==> src/apu_pkg.sv <==
`default_nettype none

package apu_pkg;

  // Operand and result width
  localparam int unsigned APU_DATA_W = 32;

  // Three operands per request so that multiply-accumulate has its addend
  localparam int unsigned APU_NARGS = 3;

  localparam int unsigned APU_OP_W = 2;

  // Response flags returned with every result
  localparam int unsigned APU_NUSFLAGS = 2;

  // Size of the unit pool and the width of an index into it
  localparam int unsigned APU_NUM_UNITS = 4;
  localparam int unsigned APU_UNIT_IDX_W = $clog2(APU_NUM_UNITS);

  // Cycles from start to done in one unit, at least 2
  localparam int unsigned APU_LATENCY = 3;

  // Width of the per-unit countdown
  localparam int unsigned APU_LAT_CNT_W = $clog2(APU_LATENCY);

  // Opcode encoding
  localparam logic [APU_OP_W-1:0] APU_OP_ADD = 2'd0;
  localparam logic [APU_OP_W-1:0] APU_OP_SUB = 2'd1;
  localparam logic [APU_OP_W-1:0] APU_OP_MUL = 2'd2;
  localparam logic [APU_OP_W-1:0] APU_OP_MAC = 2'd3;

  // Bit positions inside the response flags
  localparam int unsigned APU_FLAG_ZERO = 0;
  // Carry out for add, borrow for subtract, nonzero upper half for multiplies
  localparam int unsigned APU_FLAG_CARRY = 1;

endpackage

`default_nettype wire
==> src/apu_unit.sv <==
`timescale 1ns/1ps
`default_nettype none

module apu_unit (
  input  logic                                                    clk_i,
  input  logic                                                    reset_i,
  input  logic                                                    start_i,
  input  logic [apu_pkg::APU_NARGS-1:0][apu_pkg::APU_DATA_W-1:0]  operands_i,
  input  logic [apu_pkg::APU_OP_W-1:0]                            op_i,
  input  logic                                                    release_i,
  output logic                                                    busy_o,
  output logic                                                    done_o,
  output logic [apu_pkg::APU_DATA_W-1:0]                          result_o,
  output logic [apu_pkg::APU_NUSFLAGS-1:0]                        flags_o
);

  localparam int unsigned DATA_W = apu_pkg::APU_DATA_W;
  localparam int unsigned CNT_W  = apu_pkg::APU_LAT_CNT_W;

  logic                                          busy_q;
  logic                                          done_q;
  logic [CNT_W-1:0]                              cnt_q;
  logic [apu_pkg::APU_NARGS-1:0][DATA_W-1:0]     opnd_q;
  logic [apu_pkg::APU_OP_W-1:0]                  op_q;
  logic [2*DATA_W-1:0]                           opa;
  logic [2*DATA_W-1:0]                           opb;
  logic [2*DATA_W-1:0]                           opc;
  logic [2*DATA_W-1:0]                           wide;
  logic [DATA_W-1:0]                             result_q;
  logic [apu_pkg::APU_NUSFLAGS-1:0]              flags_q;
  logic                                          finish;

  // Last countdown step, done rises at this edge
  assign finish = busy_q && !done_q && (cnt_q == CNT_W'(1));

  always_ff @(posedge clk_i) begin
    if (reset_i) begin
      busy_q <= 1'b0;
      done_q <= 1'b0;
      cnt_q  <= '0;
    end else if (start_i) begin
      busy_q <= 1'b1;
      done_q <= 1'b0;
      cnt_q  <= CNT_W'(apu_pkg::APU_LATENCY - 1);
    end else if (release_i) begin
      busy_q <= 1'b0;
      done_q <= 1'b0;
    end else if (busy_q && !done_q) begin
      cnt_q <= cnt_q - 1'b1;
      if (finish) begin
        done_q <= 1'b1;
      end
    end
  end

  always_ff @(posedge clk_i) begin
    if (start_i) begin
      opnd_q <= operands_i;
      op_q   <= op_i;
    end
  end

  // Zero-extended operands into a 64-bit datapath
  assign opa = {{DATA_W{1'b0}}, opnd_q[0]};
  assign opb = {{DATA_W{1'b0}}, opnd_q[1]};
  assign opc = {{DATA_W{1'b0}}, opnd_q[2]};

  always_comb begin
    case (op_q)
      apu_pkg::APU_OP_ADD: wide = opa + opb;
      apu_pkg::APU_OP_SUB: wide = opa - opb;
      apu_pkg::APU_OP_MUL: wide = opa * opb;
      default:             wide = opa * opb + opc;
    endcase
  end

  // Borrow on subtract wraps into the upper half, so one carry rule covers all ops
  always_ff @(posedge clk_i) begin
    if (finish) begin
      result_q                        <= wide[DATA_W-1:0];
      flags_q[apu_pkg::APU_FLAG_ZERO]  <= (wide[DATA_W-1:0] == '0);
      flags_q[apu_pkg::APU_FLAG_CARRY] <= |wide[2*DATA_W-1:DATA_W];
    end
  end

  assign busy_o   = busy_q;
  assign done_o   = done_q;
  assign result_o = result_q;
  assign flags_o  = flags_q;

endmodule

`default_nettype wire

==> config.mk <==
export PLATFORM = sky130hd
export DESIGN_NAME = apu_unit
export DESIGN_NICKNAME = d
export VERILOG_FILES = /design/src/apu_pkg.sv /design/src/apu_unit.sv
export SDC_FILE = /design/constraint.sdc
export NUM_CORES = 2
export LEC_CHECK = 0
export BUFFER_PORTS_ARGS = -buffer_cell sky130_fd_sc_hd__buf_2
export CORE_UTILIZATION = 32
export DETAILED_ROUTE_END_ITERATION = 8
export GPL_TIMING_DRIVEN = 0
export SETUP_SLACK_MARGIN = 0.15
export SLEW_MARGIN = 40
export SYNTH_ARGS = -nofsm -noshare
export SYNTH_HDL_FRONTEND = slang
export SYNTH_SLANG_ARGS = --single-unit
==> constraint.sdc <==
create_clock -name clk_i -period 9.5 [get_ports clk_i]
set_input_delay 1.425 -clock clk_i [delete_from_list [all_inputs] [get_ports clk_i]]
set_output_delay 1.425 -clock clk_i [all_outputs]
set_load 0.01 [all_outputs]
==> results.cfg <==
[sta]
finalCritPeriodShare = 1.06
hold_viol = 0
max_slew_margin = 0.368
drv_slew = 0
finalCriticalPeriod_ps = 10110
rsz0062_at_grt = yes
fmax_mhz = 99.0
finalSetupViolCount = 2
worst_slew_pin_slew_ps = 948
skew_ps = 20.0
timing.final.ws_setup_ps = -605

[yosys]
synth_cell_types = 105
synth_common_cells = 898 x fa_1, 812 x inv_1, 587 x and2_1
synthTopCellsByArea = fa_1 40%, ha_1 10%, edfxtp_1 8.9%
ys_ff_latch = 136
ys_seq_area_frac = 0.0911
synth_nets = 6177
yosysMostFrequentCell = fa_1
synthesis.area_mm2 = 0.0444
synth_edf_count = 132
yosys_warnings = 0
netlist.area_leader.share = 0.405
ys.flop_type = edfxtp_1
synth_top_cell_by_area = fa_1
avgSynthCellArea_um2 = 9.22
async_flop_share = 0
syn_inst = 4815

[floorplanning]
die_area_mm2 = 0.140
die_h_um = 375
die_w_um = 375
coreArea_mm2 = 0.137
start_util = 0.323
ios = 138
row_count = 136

[cells_and_area]
area.growth.synth_to_final_pct = 14.2
nFillCells = 14000
stdcell_area_mm2 = 0.0507
stdcell_count = 6923
drive_gt1_frac = 0.139
layout.nets = 6472

[detailed_routing]
first_pass_iters = 6
drtIter0Drc = 4050
wl_um = 178000
vias_per_cell = 5.40
via_count = 37400
antenna_violating_nets_post_route = 0
drc = 0
post_drt_wl_per_cell_um = 25.7

[cts]
cts_inserted_buffers = 17
clock-sinks = 136
cts.clk_slew.worst_paths_ps = 70
cts.htree.levels = 4
clock-root-buffer = clkbuf_16
clock_path_buffers = 2
cts_tree = done
insertion_delay_ps = 550

[worst_setup_path]
cpMostUsedCell = fa_1
max_stage_delay_ps = 610
r2r_cells = 37
worst-path-max-fanout = 10
setup.worst_path.start_class = flip-flop
slowest_stage = edfxtp_1
critPathCaptureType = flip-flop
worstSetupPathType = reg -> reg
cp.arrival_ps = 10360
required_ps = 9760

[global_routing]
antenna_found_initial = 14
grt_pass1_wl_um = 260000
grt_max_degree = 63
track_usage = 0.256
grt_pass1_vias = 38300
grt_overflow = 0

[worst_hold_path]
hold_class = reg -> reg
whs_path_depth = 2

[status]
status = finished with violations
violations = negative setup slack

[placement]
io_buffer_count = 137
gp_congestion = 1.05
placed_cells = 6751
dpl.hpwl_um = 150000
postPlaceCellArea_mm2 = 0.0475

[run]
timing.max_cap.violations = 0
## what timing repair did
item                       CTS  global route
setup buffers              111            24
setup endpoints to repair   12             8
resized for setup          380            71
hold buffers                 0             0
pin swaps                   82            43
## path summary, 6_finish.rpt
kind                                          start                   end  slack [ps]
worst max register to register    opb[19]$_DFFE_PP_  flags_o[1]$_DFFE_PP_        -610
worst max-delay path              opb[19]$_DFFE_PP_  flags_o[1]$_DFFE_PP_        -610
worst min register to register  busy_o$_SDFFE_PP0P_   busy_o$_SDFFE_PP0P_         520
worst min-delay path            busy_o$_SDFFE_PP0P_   busy_o$_SDFFE_PP0P_         520
## cell type report
cell class              instances  area [µm²]  share of cell area
flip-flops and latches        136        4040              0.0797
diodes                          6        15.0            0.000296
clock buffers                  20         447             0.00881
plain buffers                 270        1840              0.0363
well taps                    1794        2240              0.0443
clock inverters                12         104             0.00205
repair buffers                277        1820              0.0358
multi-input cells            3592       37100               0.732
inverters                     816        3060              0.0604
## cells in the final DEF (no fill, tap or decap), types with 20 or more instances in the layout
cell type / instances
a211oi_1: 26
a21o_1: 61
a21oi_1: 158
a21oi_2: 21
and2_1: 579
buf_2: 153
buf_4: 144
clkbuf_1: 76
clkbuf_16: 24
clkbuf_2: 69
clkbuf_4: 45
clkbuf_8: 21
edfxtp_1: 132
fa_1: 878
fa_2: 20
ha_1: 346
inv_1: 799
nand2_1: 528
nand3_1: 38
nand4_1: 47
nor2_1: 147
nor2b_1: 21
nor3_1: 44
o211ai_1: 24
o21a_1: 26
o21ai_0: 83
o21ai_1: 21
xnor2_1: 65
xor2_1: 32
## kinds of logic (layout without fill, tap and decap cells)
family,Yosys count,in the layout,synth area share
simple gates,1558,1558,0.183
fa+ha+maj,1260,1260,0.507
buf+inv,1087,1395,0.0937
compound gates,635,635,0.0970
flops,136,136,0.0911
xor+xnor,110,110,0.0217
mux,29,29,0.00707
other cells,0,6,0
## flip-flops by register name (all words and copies together), names as in the netlist
name,flops
cnt_q,2
busy_o,1
opc,32
result_o,32
opa,32
op_q,2
opb,32
flags_o,2
done_o,1
## per-layer routing
layer | track usage | wire length (µm)
met5 | 0 | 38
met3 | 0.0539 | 17900
met2 | 0.395 | 79400
met1 | 0.343 | 71900
met4 | 0.115 | 8910
## worst max-delay path: cells and delay by family (launching register included)
family / cells / cell delay (ps)
AOI/OAI and AO/OA: 11 / 2140
xor gates and xnor gates: 1 / 230
adders and majority gates: 10 / 4190
buffers and inverters: 8 / 1200
DFF: 1 / 610
and+or+nand+nor: 7 / 1440
## stage by stage
| step | setup TNS (ps) | hold slack [ps] | utilization | setup WS [ps] |
|---|---|---|---|---|
| final | -787 | 524 | 0.369 | -605 |
| after global routing | -1610 | 581 | 0.369 | -902 |
| after CTS | -608 | 526 | 0.366 | -440 |
| after detailed placement | -9240 | 516 | 0.346 | -2020 |
| after global placement | -10780 | 511 | 0.344 | -2180 |
| after floorplan | 0 | 520 | - | 175 |
Power is left out: the tool's default activity adds up to more than one toggle a clock period on the data nets, which glitch-free logic cannot reach.
