==> src/apu_pkg.sv <==
`default_nettype none

package apu_pkg;

  // Operand and result width
  localparam int unsigned APU_DATA_W = 32;

  // Three operands per request so that multiply-accumulate has its addend
  localparam int unsigned APU_NARGS = 3;

  localparam int unsigned APU_OP_W = 2;

  // Response flags returned with every result
  localparam int unsigned APU_NUSFLAGS = 2;

  // Size of the unit pool and the width of an index into it
  localparam int unsigned APU_NUM_UNITS = 4;
  localparam int unsigned APU_UNIT_IDX_W = $clog2(APU_NUM_UNITS);

  // Cycles from start to done in one unit, at least 2
  localparam int unsigned APU_LATENCY = 3;

  // Width of the per-unit countdown
  localparam int unsigned APU_LAT_CNT_W = $clog2(APU_LATENCY);

  // Opcode encoding
  localparam logic [APU_OP_W-1:0] APU_OP_ADD = 2'd0;
  localparam logic [APU_OP_W-1:0] APU_OP_SUB = 2'd1;
  localparam logic [APU_OP_W-1:0] APU_OP_MUL = 2'd2;
  localparam logic [APU_OP_W-1:0] APU_OP_MAC = 2'd3;

  // Bit positions inside the response flags
  localparam int unsigned APU_FLAG_ZERO = 0;
  // Carry out for add, borrow for subtract, nonzero upper half for multiplies
  localparam int unsigned APU_FLAG_CARRY = 1;

endpackage

`default_nettype wire
==> src/apu_dispatcher.sv <==
`timescale 1ns/1ps
`default_nettype none

module apu_dispatcher (
  input  logic                                                    clk_i,
  input  logic                                                    reset_i,
  // Request channel from the master
  input  logic                                                    apu_req_i,
  output logic                                                    apu_gnt_o,
  input  logic [apu_pkg::APU_NARGS-1:0][apu_pkg::APU_DATA_W-1:0]  apu_operands_i,
  input  logic [apu_pkg::APU_OP_W-1:0]                            apu_op_i,
  // Unit pool
  input  logic [apu_pkg::APU_NUM_UNITS-1:0]                       unit_busy_i,
  output logic [apu_pkg::APU_NUM_UNITS-1:0]                       unit_start_o,
  output logic [apu_pkg::APU_NARGS-1:0][apu_pkg::APU_DATA_W-1:0]  unit_operands_o,
  output logic [apu_pkg::APU_OP_W-1:0]                            unit_op_o,
  // Issue order towards the collector
  output logic                                                    issue_valid_o,
  output logic [apu_pkg::APU_UNIT_IDX_W-1:0]                      issue_unit_o
);

  localparam int unsigned NUM_UNITS = apu_pkg::APU_NUM_UNITS;
  localparam int unsigned IDX_W     = apu_pkg::APU_UNIT_IDX_W;

  logic [IDX_W-1:0] ptr_q;
  logic [IDX_W-1:0] sel;
  logic             found;
  logic             accept;

  // First idle unit at or after the round-robin pointer
  always_comb begin : find_free
    logic [IDX_W-1:0] cand;
    found = 1'b0;
    sel   = ptr_q;
    for (int i = 0; i < NUM_UNITS; i++) begin
      cand = IDX_W'((int'(ptr_q) + i) % NUM_UNITS);
      if (!found && !unit_busy_i[cand]) begin
        found = 1'b1;
        sel   = cand;
      end
    end
  end

  assign accept    = apu_req_i && found;
  assign apu_gnt_o = accept;

  // Start strobe goes to the selected unit in the accepting cycle
  always_comb begin
    unit_start_o = '0;
    if (accept) begin
      unit_start_o[sel] = 1'b1;
    end
  end

  // All units share one operand bus, only the started one captures it
  assign unit_operands_o = apu_operands_i;
  assign unit_op_o       = apu_op_i;

  assign issue_valid_o = accept;
  assign issue_unit_o  = sel;

  // Pointer moves one past the unit that was just started
  always_ff @(posedge clk_i) begin
    if (reset_i) begin
      ptr_q <= '0;
    end else if (accept) begin
      ptr_q <= (sel == IDX_W'(NUM_UNITS - 1)) ? '0 : sel + 1'b1;
    end
  end

endmodule

`default_nettype wire

==> config.mk <==
export PLATFORM = sky130hd
export DESIGN_NAME = apu_dispatcher
export DESIGN_NICKNAME = d
export VERILOG_FILES = /design/src/apu_pkg.sv /design/src/apu_dispatcher.sv
export SDC_FILE = /design/constraint.sdc
export NUM_CORES = 1
export LEC_CHECK = 0
export BUFFER_PORTS_ARGS = -buffer_cell sky130_fd_sc_hd__buf_2
export CAP_MARGIN = 40
export CORE_ASPECT_RATIO = 0.7
export CORE_MARGIN = 10
export CORE_UTILIZATION = 27
export DETAILED_ROUTE_END_ITERATION = 12
export PLACE_DENSITY = 0.85
export SLEW_MARGIN = 20
export SYNTH_ARGS = -nofsm -noshare
export SYNTH_HDL_FRONTEND = slang
export SYNTH_SLANG_ARGS = --single-unit
==> constraint.sdc <==
create_clock -name clk_i -period 4.2 [get_ports clk_i]
set_input_delay 1.26 -clock clk_i [delete_from_list [all_inputs] [get_ports clk_i]]
set_output_delay 1.26 -clock clk_i [all_outputs]
set_load 0.05 [all_outputs]
==> results.md, run 1 <==
- Largest register by flop count: ptr_q
- Die Wd: 93.1 um
- Total GRT Usage: 6.54%
- Reg clk slew, reported paths: 30 ps
- TNS Setup: 0 ps
- First-pass GRT wire length: 3080 um
- Initial antenna violation count: 0
- Syn Area/Cell: 7.54 um2
- Post CTS Setup Buffer Count: 0
- Peak Freq: 0.260 GHz
- CTS tree: done
- Post-DR wirelength/cell: 22.8 um
- Hpwl dp: 1810 um
- Routed Antenna Nets: 0
- Largest register FFs: 2
- Outcome: completed
- Fin crit period: 3840 ps
- Synth Register Bits: 2
- Pwr dens: 404 mW/mm2
- Setup crit start kind: input pin
- Total vias in the final route: 441
- Post-CTS sizing: 0
- Largest cells by area after synthesis: buf_4 (74%), ha_1 (5.0%), dfxtp_1 (4.0%), and2_2 (3.0%), o21ai_0 (2.0%)
- Final period util: 91.5%
- Cell Count Post-Placement: 98
- Port Buffer Count: 14
- EDFF count, synth: 0
- Clock Latency Late Sink: 210 ps
- Met3 WL post-DR: 872 um
- Layout area overhead: -57.5%
- Worst Reg2Reg Path Length in Cells: 7
- Fillers: 445
- Area leader, netlist: buf_4
- Worst setup path category: in -> out
- H-tree depth: 1
- Seq/Total Area, Yosys: 3.97%
- Most frequent cell after synthesis: buf_4
- Final #Nets: 162
- Final max-slew violation count: 0
- Final clock skew: 5.44 ps
- Met2 Routed Length: 776 um
- Worst-case vdd ir drop: 0.0925 mV
- # rows: 18
- Max_cap viols: 0
- DRT Pass-1 Iters: 3
- Inserted Clock Buffers: 3
- Cell Area, Synth: 0.00101 mm2
- Vias per cell: 4.37
- Syn Nets: 243
- Top sig layer: met5
- Worst Setup End Kind: output pin
- RSZ-0062 raised after global routing: no
- Initial Utilization: 28.4%
- Congestion Overflow GR: 0
- Leak: 0.209 nW
- Pin count of the biggest net entering global routing: 10
- Fin cells: 101
- Hold Vio Cnt, Final: 0
- Clock Path Buffers: 2
- Total power: 0.173 mW
- Met1 wire length: 561 um
- Initial DRC count: 11
- Ys Warns: 0
- R2r setup slk: 2690 ps
- Die area: 0.00662 mm2
- Layout cell share with drive strength beyond 1: 43.1%
- Die Ht: 71.2 um
- Dpl ws: 347 ps
- Max FO, Critical Path: 5
- Hold crit path type: reg -> reg
- Sink Count: 2
- Hold depth: 2
- Post-synth top area share: 73.6%
- Core area: 0.00356 mm2
- Setup-failing EPs final: 0
- Distinct cell type count after synthesis: 18
- Data required, critical path: 2940 ps
- # DRC: 0
- Mapped Cells: 134
- Rel. slew slack: 79.4%
- Top Registers: ptr_q (2)
- Commonest cells in the netlist: buf_4 (99), and2_2 (4), ha_1 (4), nor2_1 (4), o21ai_0 (4)
- Vias in the first global route: 486
- Clock root cell: clkbuf_8
- Final setup margin: 358 ps
- Total wire length: 2300 um
- RD Place Congestion: 0.670
- CTS Hold Bufs: 0
- Worst-margin pin slew: 310 ps
- # IOs: 211
- Antenna cells: 0
- Ys async rst share: 0%
- Synth Flop Type: dfxtp_1
- Worst EP arrival: 2580 ps
==> metal layers <==
layer | vias up | track usage [%]
met5 | - | 4.55
met4 | 2 | 3.07
met3 | 14 | 15.3
met2 | 102 | 5.28
met1 | 171 | 3.96
li1 | 152 | -
==> cell type report <==
cell class	instances	area, um2	area share, %
multi-input cells	30	208	48.4
repair buffers	14	70.1	16.3
well taps	50	62.6	14.6
clock buffers	3	41.3	9.62
flip-flops and latches	2	40.0	9.33
inverters	2	7.51	1.75
==> path summary, 6_finish.rpt <==
check,start,end
setup / recovery,unit_busy_i[3],unit_start_o[0]
hold / removal,ptr_q[0]$_SDFFE_PP0P_,ptr_q[0]$_SDFFE_PP0P_
hold reg to reg,ptr_q[0]$_SDFFE_PP0P_,ptr_q[0]$_SDFFE_PP0P_
setup reg to reg,ptr_q[1]$_SDFFE_PP0P_,ptr_q[1]$_SDFFE_PP0P_
==> worst max-delay path, cell delays in order <==
cell	delay, ps
buf_2	130
nor2b_1	130
o21ai_0	140
o211a_1	280
inv_1	90
ha_1	190
and2_2	160
buf_2	210
==> cell families after synthesis <==
kind of cell,share of synthesized area (%)
adders and majority gates,4.96
AOI/OAI and AO/OA,7.44
and+or+nand+nor,7.19
muxes,0.991
DFF,3.97
buffers and inverters,75.5
==> per-stage QoR <==
stage	area [um2]	utilization [%]	hold WS [ps]
final	429	12.1	590
after global routing	429	12.1	613
after CTS	429	12.1	584
after detailed placement	388	10.9	580
after global placement	388	10.9	576
after floorplan	1010	-	537
==> layout by cell type (no fill, tap or decap), drive strengths merged <==
cell type,instances
mux2i,1
buf,14
nand3,2
inv,2
a21oi,2
nor2b,1
clkbuf,3
a21boi,1
a211oi,1
ha,4
dfxtp,2
a21o,1
o21a,1
nor2,4
nand2,3
and2,4
o21ai,4
o211a,1
==> power breakdown <==
| part | switching (mW) | internal [mW] |
|---|---|---|
| clock | 0.0157 | 0.0607 |
| combinational | 0.0512 | 0.0202 |
| sequential | 0.00381 | 0.0217 |
| total | 0.0708 | 0.103 |
(Power assumes the default switching activity.)
==> inputs of run 2 (changes only) <==
--- a/config.mk
+++ b/config.mk
@@ -7,7 +7,7 @@
 export LEC_CHECK = 0
 export BUFFER_PORTS_ARGS = -buffer_cell sky130_fd_sc_hd__buf_2
 export CAP_MARGIN = 40
-export CORE_ASPECT_RATIO = 0.7
+export CORE_ASPECT_RATIO = 0.75
 export CORE_MARGIN = 10
 export CORE_UTILIZATION = 27
 export DETAILED_ROUTE_END_ITERATION = 12
==> constraint.sdc (replaced) <==
create_clock -name clk_i -period 4.2 [get_ports clk_i]
set_input_delay 0.21 -clock clk_i [delete_from_list [all_inputs] [get_ports clk_i]]
set_output_delay 0.21 -clock clk_i [all_outputs]
set_load 0.05 [all_outputs]
==> results.md, run 2 (same netlist as run 1, synthesis figures left out) <==
- Sink Count: 2 (unchanged)
- Inserted Clock Buffers: 3 (unchanged)
- CTS tree: done
- Final #Nets: 162 (unchanged)
- Top Registers: ptr_q (2)
- Post-DR wirelength/cell: 20.4 um (-10%)
- Max_cap viols: 0 (unchanged)
- Data required, critical path: 3990 ps (+1050 ps)
- # rows: 19 (+1)
- Peak Freq: 0.499 GHz (+92%)
- Hold Vio Cnt, Final: 0 (unchanged)
- RSZ-0062 raised after global routing: no
- Finished Core Util: 11.9% (-0.19 points)
- Worst EP arrival: 1790 ps (-790 ps)
- TNS Setup: 0 ps (unchanged)
- Final clock skew: 0.480 ps (-4.96 ps)
- Largest register by flop count: ptr_q
- Total wire length: 2110 um (-8.5%)
- DRT Pass-1 Iters: 4 (+1)
- Grt met1 use: 3.18% (-0.78 points)
- Die Wd: 90.6 um (-2.7%)
- Reg clk slew, reported paths: 30 ps (about the same)
- Met2 global-route usage: 5.83% (+0.55 points)
- Die area: 0.00661 mm2 (-0.20%)
- Post-CTS sizing: 0 (unchanged)
- Fillers: 425 (-4.5%)
- Post CTS Setup Buffer Count: 0 (unchanged)
- # IOs: 211 (unchanged)
- Pin count of the biggest net entering global routing: 10 (unchanged)
- Layout area overhead: -57.2%
- Total GRT Usage: 5.97% (-0.57 points)
- Vias per cell: 4.10 (-6.2%)
- Final max-slew violation count: 0 (unchanged)
- WP buf/inv: 1 (-2)
- Most used routing layer: met3
- Leading cell type in the layout, fill and taps excluded: buf_2
- CP top delay family: compound AO/OA/AOI/OAI gates
- First-pass GRT wire length: 2860 um (-7.2%)
- H-tree depth: 1 (unchanged)
- R2r setup slk: 2640 ps (-50 ps)
- Core area: 0.00364 mm2 (+2.2%)
- CP max-delay cell: dfxtp_1
- Max FO, Critical Path: 7 (+2)
- Initial antenna violation count: 0 (unchanged)
- Clock Path Buffers: 2 (unchanged)
- Routed Antenna Nets: 0 (unchanged)
- Total vias in the final route: 422 (-4.3%)
- Final period util: 47.7% (-44 points)
- Worst Setup End Kind: output pin
- Most frequent cells in the layout: buf_2 (14), nor2_1 (4), o21ai_0 (4), and2_2 (4), ha_1 (4)
- Port Buffer Count: 14 (unchanged)
- Vias in the first global route: 462 (-4.9%)
- Clock Latency Late Sink: 210 ps (about the same)
- Cell chain of the critical path: o21ai_0 > nand2_1 > a21boi_0 > a21o_1 > ha_1 > and2_2 > buf_2
- Antenna cells: 0 (unchanged)
- Worst-margin pin slew: 338 ps (+28.6 ps)
- Hpwl dp: 1710 um (-5.6%)
- Largest register FFs: 2 (unchanged)
- Crit path largest cell delay: 350 ps (+70 ps)
- Worst setup path category: reg -> out
- Die Ht: 73.0 um (+2.5%)
- Congestion Overflow GR: 0 (unchanged)
- Initial DRC count: 32 (+21)
- Hold crit path type: in -> reg
- Initial Utilization: 27.8% (-0.61 points)
- Clock root cell: clkbuf_8
- CTS Hold Bufs: 0 (unchanged)
- # DRC: 0 (unchanged)
- Rel. slew slack: 77.4% (-1.9 points)
- RD Place Congestion: 0.712 (+6.2%)
- Setup-failing EPs final: 0 (unchanged)
- Fin crit period: 2000 ps (-1840 ps)
- Worst-case vdd ir drop: 0.0529 mV (-43%)
- Layout cell share with drive strength beyond 1: 43.1% (unchanged)
- Setup crit start kind: register
- Leak: 0.209 nW (unchanged)
- Pwr dens: 399 mW/mm2 (-1.1%)
- GRT met3 Usage: 12.4% (-2.8 points)
- Outcome: completed
## run 2: cell counts in the layout (fill, tap and decap cells not counted)
Identical to the previous run, type by type.
## run 2: final cells by class
type	count	area, um2	area share (%)
Timing Repair Buffer	14	70.1	16.2
Multi-Input combinational cell	30	208	48.1
Clock buffer	3	41.3	9.57
Tap cell	52	65.1	15.1
Sequential cell	2	40.0	9.28
Inverter	2	7.51	1.74
## run 2: where the power goes
part | switching (mW) | internal [mW] | leakage [nW]
Sequential | 0.00366 | 0.0217 | 0.0166
Combinational | 0.0515 | 0.0204 | 0.171
Clock | 0.0146 | 0.0606 | 0.0216
Total | 0.0698 | 0.103 | 0.209
## run 2: routing by layer
metal / up-vias / wire, um
li1: 152 / -
met1: 175 / 490
met3: 8 / 756
met2: 87 / 827
met4: 0 / 31
met5: - / 0
## run 2: path summary, 6_finish.rpt
| path | from | to | cells after the start |
|---|---|---|---|
| worst max register to register | ptr_q[1]$_SDFFE_PP0P_ | ptr_q[1]$_SDFFE_PP0P_ | 7 |
| worst min-delay path | reset_i | ptr_q[0]$_SDFFE_PP0P_ | 2 |
| worst min register to register | ptr_q[1]$_SDFFE_PP0P_ | ptr_q[1]$_SDFFE_PP0P_ | 2 |
| worst max-delay path | ptr_q[1]$_SDFFE_PP0P_ | unit_start_o[3] | 7 |
## run 2: metrics by stage
stage	instances	power, mW	setup WS (ps)	instance area, um2	hold slack, ps
3_5_place_dp	100	0.0994	2370	390	408
4_1_cts	103	0.177	2140	432	188
2_1_floorplan	134	0.332	2310	1010	275
3_3_place_gp	100	0.0996	2380	390	401
6_report	103	0.172	2200	432	185
5_1_grt	103	0.184	1970	432	207
