**src/apu_pkg.sv**
```systemverilog
`default_nettype none

package apu_pkg;

  // Operand and result width
  localparam int unsigned APU_DATA_W = 32;

  // Three operands per request so that multiply-accumulate has its addend
  localparam int unsigned APU_NARGS = 3;

  localparam int unsigned APU_OP_W = 2;

  // Response flags returned with every result
  localparam int unsigned APU_NUSFLAGS = 2;

  // Size of the unit pool and the width of an index into it
  localparam int unsigned APU_NUM_UNITS = 4;
  localparam int unsigned APU_UNIT_IDX_W = $clog2(APU_NUM_UNITS);

  // Cycles from start to done in one unit, at least 2
  localparam int unsigned APU_LATENCY = 3;

  // Width of the per-unit countdown
  localparam int unsigned APU_LAT_CNT_W = $clog2(APU_LATENCY);

  // Opcode encoding
  localparam logic [APU_OP_W-1:0] APU_OP_ADD = 2'd0;
  localparam logic [APU_OP_W-1:0] APU_OP_SUB = 2'd1;
  localparam logic [APU_OP_W-1:0] APU_OP_MUL = 2'd2;
  localparam logic [APU_OP_W-1:0] APU_OP_MAC = 2'd3;

  // Bit positions inside the response flags
  localparam int unsigned APU_FLAG_ZERO = 0;
  // Carry out for add, borrow for subtract, nonzero upper half for multiplies
  localparam int unsigned APU_FLAG_CARRY = 1;

endpackage

`default_nettype wire
```
**src/apu_collector.sv**
```systemverilog
`timescale 1ns/1ps
`default_nettype none

module apu_collector (
  input  logic                                                        clk_i,
  input  logic                                                        reset_i,
  // Issue order from the dispatcher
  input  logic                                                        issue_valid_i,
  input  logic [apu_pkg::APU_UNIT_IDX_W-1:0]                          issue_unit_i,
  // Unit pool
  input  logic [apu_pkg::APU_NUM_UNITS-1:0]                           unit_done_i,
  input  logic [apu_pkg::APU_NUM_UNITS-1:0][apu_pkg::APU_DATA_W-1:0]  unit_result_i,
  input  logic [apu_pkg::APU_NUM_UNITS-1:0][apu_pkg::APU_NUSFLAGS-1:0] unit_flags_i,
  output logic [apu_pkg::APU_NUM_UNITS-1:0]                           unit_release_o,
  // Response channel to the master
  input  logic                                                        apu_ready_i,
  output logic                                                        apu_valid_o,
  output logic [apu_pkg::APU_DATA_W-1:0]                              apu_result_o,
  output logic [apu_pkg::APU_NUSFLAGS-1:0]                            apu_flags_o
);

  localparam int unsigned NUM_UNITS = apu_pkg::APU_NUM_UNITS;
  localparam int unsigned IDX_W     = apu_pkg::APU_UNIT_IDX_W;

  // Order queue of unit indices, one entry per busy unit
  logic [IDX_W-1:0] order_q [NUM_UNITS];
  logic [IDX_W-1:0] wr_ptr_q;
  logic [IDX_W-1:0] rd_ptr_q;
  logic [IDX_W:0]   count_q;
  logic [IDX_W-1:0] head;
  logic             fire;

  assign head = order_q[rd_ptr_q];
  assign fire = (count_q != '0) && unit_done_i[head] && apu_ready_i;

  always_ff @(posedge clk_i) begin
    if (issue_valid_i) begin
      order_q[wr_ptr_q] <= issue_unit_i;
    end
  end

  always_ff @(posedge clk_i) begin
    if (reset_i) begin
      wr_ptr_q <= '0;
      rd_ptr_q <= '0;
      count_q  <= '0;
    end else begin
      if (issue_valid_i) begin
        wr_ptr_q <= (wr_ptr_q == IDX_W'(NUM_UNITS - 1)) ? '0 : wr_ptr_q + 1'b1;
      end
      if (fire) begin
        rd_ptr_q <= (rd_ptr_q == IDX_W'(NUM_UNITS - 1)) ? '0 : rd_ptr_q + 1'b1;
      end
      // Push and pop in the same cycle leave the count unchanged
      if (issue_valid_i && !fire) begin
        count_q <= count_q + 1'b1;
      end else if (fire && !issue_valid_i) begin
        count_q <= count_q - 1'b1;
      end
    end
  end

  // Release the head unit together with the response strobe
  always_comb begin
    unit_release_o = '0;
    if (fire) begin
      unit_release_o[head] = 1'b1;
    end
  end

  assign apu_valid_o  = fire;
  assign apu_result_o = unit_result_i[head];
  assign apu_flags_o  = unit_flags_i[head];

endmodule

`default_nettype wire

```
**config.mk**
```make
export PLATFORM = sky130hd
export DESIGN_NAME = apu_collector
export DESIGN_NICKNAME = d
export VERILOG_FILES = /design/src/apu_pkg.sv /design/src/apu_collector.sv
export SDC_FILE = /design/constraint.sdc
export NUM_CORES = 1
export LEC_CHECK = 0
export ABC_AREA = 1
export BUFFER_PORTS_ARGS = -buffer_cell sky130_fd_sc_hd__buf_2
export CORE_ASPECT_RATIO = 0.6
export CORE_MARGIN = 4
export CORE_UTILIZATION = 33
export DETAILED_ROUTE_END_ITERATION = 6
export MAX_ROUTING_LAYER = met4
export PLACE_DENSITY_LB_ADDON = 0.1
export REMOVE_ABC_BUFFERS = 1
export SKIP_LAST_GASP = 1
export SYNTH_ARGS = -nofsm -noshare
export SYNTH_HDL_FRONTEND = slang
export SYNTH_SLANG_ARGS = --single-unit
```
**constraint.sdc**
```tcl
create_clock -name clk_i -period 2.1 [get_ports clk_i]
set_clock_uncertainty 0.05 [all_clocks]
set_input_delay 0.525 -clock clk_i [delete_from_list [all_inputs] [get_ports clk_i]]
set_output_delay 0.525 -clock clk_i [all_outputs]
set_load 0.01 [all_outputs]
```
==> impl_metrics.csv, run 1 <==
group,metric,value,unit
outcome,outcome,"complete, but fails checks",
outcome,violations,"setup timing",
timing,worst_pin_slew,0.194,ns
layout,seqCellArea,424,µm²
power,ir_drop,0.399,mV
synth,synthMuxAreaShare,0,%
timing,setup_viol,41,
setup_path,r2r_slack,-0.15,ns
min_path,hold_path_end,"wr_ptr_q[0]$_SDFFE_PP0P_",
drt,firstDrtPassIters,4,
drt,vias,2513,
floorplan,dieArea,0.00698,mm²
floorplan,die_y,66.3,µm
synth,synth_compound_area_share,12.4,%
synth,synth-edff-count,8,
layout,area_delta_synth_final,76.1,%
synth,synth_xor_xnor_area_share,0,%
power,power_leakage,1.76,nW
setup_path,startpoint_type,"flip-flop",
placement,hpwl,6200,µm
global_routing,antenna_found_initial,0,
timing,fin_setup_tns,-8.21,ns
layout,mostFrequentLayoutCells,"181 x buf_2, 119 x nand2_1, 18 x nand4_1",
timing,fin_crit,2.38,ns
timing,min_period_over_period,113,%
timing,fin_ws,-0.281,ns
cts,htreeDepth,1,
floorplan,ioPinCount,185,
synth,synth.area.top_cells,"nand2_1 24%, edfxtp_1 13%, dfxtp_1 9.6%, a22oi_2 8.0%, nand4_1 6.0%",
floorplan,fp-row-count,20,
setup_path,path_class,"reg -> out",
placement,place_ws,-0.101,ns
cts,cts.sinks,17,
layout,drive_gt1_share,55.2,%
global_routing,grt_max_degree,24,
min_path,hp-start,"reset_i",
synth,yosys_most_used_dff,"dfxtp_1",
setup_path,path_max_fanout,6,
floorplan,start_util,35.5,%
cts,numCtsBuffers,3,
synth,async_reset_ff_share,0,%
min_path,hold_path_class,"in -> reg",
synth,yosys.area_share.adder,5.08,%
setup_path,r2r_end,"count_q[2]$_SDFFE_PP0P_",
timing,hold_viol,0,
setup_path,rr_worst_depth,17,
layout,nets,632,
cts,root_buffer,"clkbuf_8",
global_routing,grt_overflow,0,
drt,viasPerCell,4.53,
drt,drt-total-wl,7780,µm
cts,cts_tree,"built",
timing,rsz0062_at_grt,"true",
synth,avgSynthCellArea,6.81,µm²
floorplan,core,0.00528,mm²
synth,synth_top_area_cell,"nand2_1",
synth,synth.distinct_cells,27,
synth,yosysSeqAreaShare,22.5,%
setup_path,cp.required,1.52,ns
layout,antenna_cells,0,
layout,final_common_cell,"buf_2",
job,drv_cap,0,
drt,drt_iter0_markers,114,
timing,fmax,420,MHz
timing,slew_violations,0,
drt,drc,0,
synth,syn_inst,275,
placement,io_buffers,184,
timing,whs,0.386,ns
layout,multi_input_area,0.00131,mm²
setup_path,crit_path_end_kind,"output port",
drt,ant_nets,0,
synth,ys_warn_count,0,
synth,synthSimpleGateAreaFrac,47.6,%
synth,synthesis.area,0.00187,mm²
min_path,holdPathStages,2,
global_routing,grt_use_total,20.2,%
setup_path,arrival,1.81,ns
placement,finalWeightedCongestion,0.829,
power,power.density,996,mW/mm²
global_routing,grt_pass1_vias,2395,
global_routing,grt_pass1_wl,11200,µm
floorplan,die_w,105,µm
cts,clkLatencyLatePin,0.25,ns
cts,clock_path_buffers,2,
power,power.total,3.28,mW
synth,synth_seq_cells,17,
synth,synth_top_cell_area_share,24.3,%
cts,ctsHoldBuffers,0,
timing,relSlewSlack,87.0,%
synth,synth_top_family_by_area,"simple AND/OR/NAND/NOR gates",
drt,wire_per_inst,14.0,µm
layout,fill_cells,503,
cts,clk_pin_slew,0.07,ns
==> synth_stat cells (5+ instances only) <==
cell type and count:
a21oi_1 5, a22oi_2 12, nand4_1 18, nand2_2 6
edfxtp_1 8, ha_1 6, nand2_1 121, nor2_1 14
dfxtp_1 9, buf_6 9, nand3_1 18, nand2_4 5
inv_1 17
==> cell type report <==
type | instances | share of cell area, %
clock buffer | 3 | 1.25
clock inverter | 1 | 0.152
inverter | 22 | 3.34
multi-input combinational | 224 | 39.6
sequential | 17 | 12.9
tap | 77 | 2.92
timing repair buffer | 211 | 39.8
==> logic make-up (layout without fill, tap and decap cells) <==
kind of cell	Yosys count	in the layout
buffers and inverters	34	237
flip-flops	17	17
AND/OR/NAND/NOR	191	191
AO/OA/AOI/OAI	26	26
adder cells (fa/ha/maj)	7	7
==> worst max path at each step <==
stage                                    endpoint  slack [ns]
after floorplan           count_q[1]$_SDFFE_PP0P_        0.02
after global placement    count_q[2]$_SDFFE_PP0P_      -0.009
after detailed placement  count_q[2]$_SDFFE_PP0P_       -0.10
after CTS                         apu_result_o[0]       -0.25
after global routing              apu_result_o[0]       -0.36
final                             apu_result_o[0]       -0.28
==> per-stage QoR <==
step	utilization, %	cell area [µm²]	std cells
final	62.4	3300	555
after global routing	62.4	3300	555
after detailed placement	56.7	2990	542
after global placement	56.7	2990	542
after CTS	59.4	3130	550
after floorplan	-	1740	263
==> report_power, final <==
group	internal [mW]	total, mW	switching (mW)
Sequential	0.394	0.430	0.0365
Clock	0.132	0.250	0.118
Combinational	1.23	2.60	1.38
==> critical path, stage by stage, from the launching register on <==
cell and delay, ns:
dfxtp_4 0.38, inv_4 0.05, or2_4 0.23, nand2_4 0.06, nand2_4 0.07, clkinv_8 0.09
nor2_8 0.06, clkbuf_16 0.16, a22oi_2 0.19, nand3_2 0.12, buf_6 0.14
==> routing by layer <==
metal	track usage, %	wire length (µm)	vias up
li1	-	-	1315
met1	25.2	3390	1089
met2	35.5	3820	107
met3	3.90	552	2
met4	1.80	14	0
met5	-	0	-
==> timing repair <==
action                                  4_1_cts  5_1_grt
endpoints found under the setup margin       41       41
pin swaps                                     2        7
cloned                                        0        4
resized for setup                            21       16
setup buffers                                 4        1
Note: power is estimated with default switching activity, not from simulation.
==> run 2: changes to the inputs <==
--- a/config.mk
+++ b/config.mk
@@ -7,9 +7,11 @@
 export LEC_CHECK = 0
 export ABC_AREA = 1
 export BUFFER_PORTS_ARGS = -buffer_cell sky130_fd_sc_hd__buf_2
+export CELL_PAD_IN_SITES_DETAIL_PLACEMENT = 2
+export CELL_PAD_IN_SITES_GLOBAL_PLACEMENT = 2
 export CORE_ASPECT_RATIO = 0.6
 export CORE_MARGIN = 4
-export CORE_UTILIZATION = 33
+export CORE_UTILIZATION = 15
 export DETAILED_ROUTE_END_ITERATION = 6
 export MAX_ROUTING_LAYER = met4
 export PLACE_DENSITY_LB_ADDON = 0.1
==> impl_metrics.csv, run 2 (same netlist as run 1, synthesis figures left out) <==
group,metric,value,unit
cts,root_buffer,"clkbuf_16",
timing,fin_ws,-0.273,ns
timing,min_period_over_period,113,%
cts,clock_path_buffers,2,
floorplan,core,0.0121,mm²
setup_path,path_class,"reg -> out",
global_routing,met3_usage,3.66,%
placement,placed_cells,631,
power,power.density,1030,mW/mm²
placement,hpwl,9040,µm
power,clkPwrFrac,10.7,%
drt,ant_nets,0,
drt,drt_iter0_markers,69,
layout,nets,634,
drt,wire_per_inst,17.3,µm
cts,cts.sinks,17,
timing,slew_violations,0,
cts,htreeDepth,1,
power,switching_share,46.4,%
global_routing,grt_use_total,14.0,%
setup_path,arrival,1.80,ns
global_routing,grt_overflow,0,
layout,postLayoutCellArea,0.00350,mm²
cts,numCtsBuffers,3,
timing,worst_pin_slew,0.210,ns
drt,viasPerCell,4.17,
timing,setup_viol,41,
timing,relSlewSlack,86.0,%
setup_path,path_max_fanout,5,
floorplan,dieArea,0.0144,mm²
setup_path,crit_path_end_kind,"output port",
cts,ctsHoldBuffers,0,
floorplan,die_y,94.5,µm
outcome,outcome,"complete, but fails checks",
setup_path,startpoint_type,"flip-flop",
placement,finalWeightedCongestion,0.762,
layout,fill_cells,1462,
power,power.total,3.62,mW
job,drv_cap,0,
floorplan,fp-row-count,31,
cts,clkLatencyLatePin,0.25,ns
power,p_comb_share,77.3,%
power,ir_drop,0.268,mV
timing,hold_viol,0,
power,p_switching,1.68,mW
global_routing,grt_pass1_wl,15500,µm
global_routing,antenna_found_initial,2,
floorplan,ioPinCount,185,
layout,fin_util,28.9,%
min_path,hold_path_class,"in -> reg",
layout,area_delta_synth_final,87.2,%
timing,whs,0.390,ns
drt,drc,0,
timing,rsz0062_at_grt,"true",
placement,io_buffers,184,
outcome,violations,"setup timing",
layout,drive_gt1_share,55.8,%
timing,fin_crit,2.37,ns
power,power_leakage,1.79,nW
drt,firstDrtPassIters,2,
drt,drt-total-wl,11200,µm
layout,final_common_cell,"buf_2",
layout,mostFrequentLayoutCells,"183 x buf_2, 115 x nand2_1, 18 x nand3_1, 18 x nand4_1, 16 x inv_1",
power,intPower,1.94,mW
floorplan,start_util,15.4,%
placement,place_area,0.00311,mm²
floorplan,die_w,152,µm
timing,fin_setup_tns,-8.91,ns
cts,clk_pin_slew,0.05,ns
setup_path,cp.required,1.52,ns
layout,instances_no_fill,648,
global_routing,top_usage_layer,"met2",
cts,cts_tree,"built",
drt,vias,2700,
placement,place_ws,-0.234,ns
power,p_seq_share,12.0,%
global_routing,use_met2,23.7,%
timing,fmax,421,MHz
global_routing,grt_max_degree,21,
global_routing,grt_pass1_vias,2878,
global_routing,grt_use_met1,17.1,%
## run 2: metal layers
metal | wire, µm | up-vias | share of wire [%]
met4 | 104 | 0 | 0.93
met5 | 0 | - | 0
li1 | - | 1326 | -
met2 | 5560 | 89 | 50
met1 | 4870 | 1279 | 44
met3 | 654 | 6 | 5.8
## run 2: what timing repair did
action | in CTS | in global routing
pin swaps | 4 | 9
setup endpoints to repair | 42 | 42
buffers inserted | 3 | 1
gates resized for setup | 21 | 23
gates cloned | 0 | 6
## run 2: worst paths after layout
kind                                              start                  endpoint  slack, ns  cells past startpoint
worst max register to register                flip-flop   count_q[2]$_SDFFE_PP0P_      -0.20                     17
worst min-delay path                            reset_i  wr_ptr_q[0]$_SDFFE_PP0P_       0.39                      2
worst min register to register  count_q[2]$_SDFFE_PP0P_   count_q[2]$_SDFFE_PP0P_       0.44                      2
worst max-delay path                          flip-flop         unit_release_o[1]      -0.27                     12
## run 2: power by group through the flow
stage	Clock, mW	Combinational, mW	Sequential (mW)
2_1_floorplan	0	1.20	0.423
3_3_place_gp	0	2.39	0.433
3_5_place_dp	0	2.44	0.435
4_1_cts	0.395	2.54	0.433
5_1_grt	0.424	3.07	0.441
6_report	0.388	2.80	0.434
## run 2: cell type report
cell class	count	area (µm²)	area share (%)
repair buffers	213	1360	38.8
multi-input cells	224	1300	37.1
flip-flops and latches	17	425	12.1
well taps	165	206	5.89
inverters	22	125	3.57
clock buffers	3	75.1	2.14
diodes	3	7.51	0.214
clock inverters	1	5.00	0.143
## run 2: critical path, stage by stage (launching register included)
cell	delay (ns)
dfxtp_4	0.36
inv_4	0.07
nand2_1	0.09
nand3_4	0.10
buf_4	0.13
nand3_1	0.07
nand2_2	0.08
nand2_1	0.07
nand2_2	0.09
nand2_4	0.08
buf_4	0.16
nor2_2	0.09
buf_2	0.15
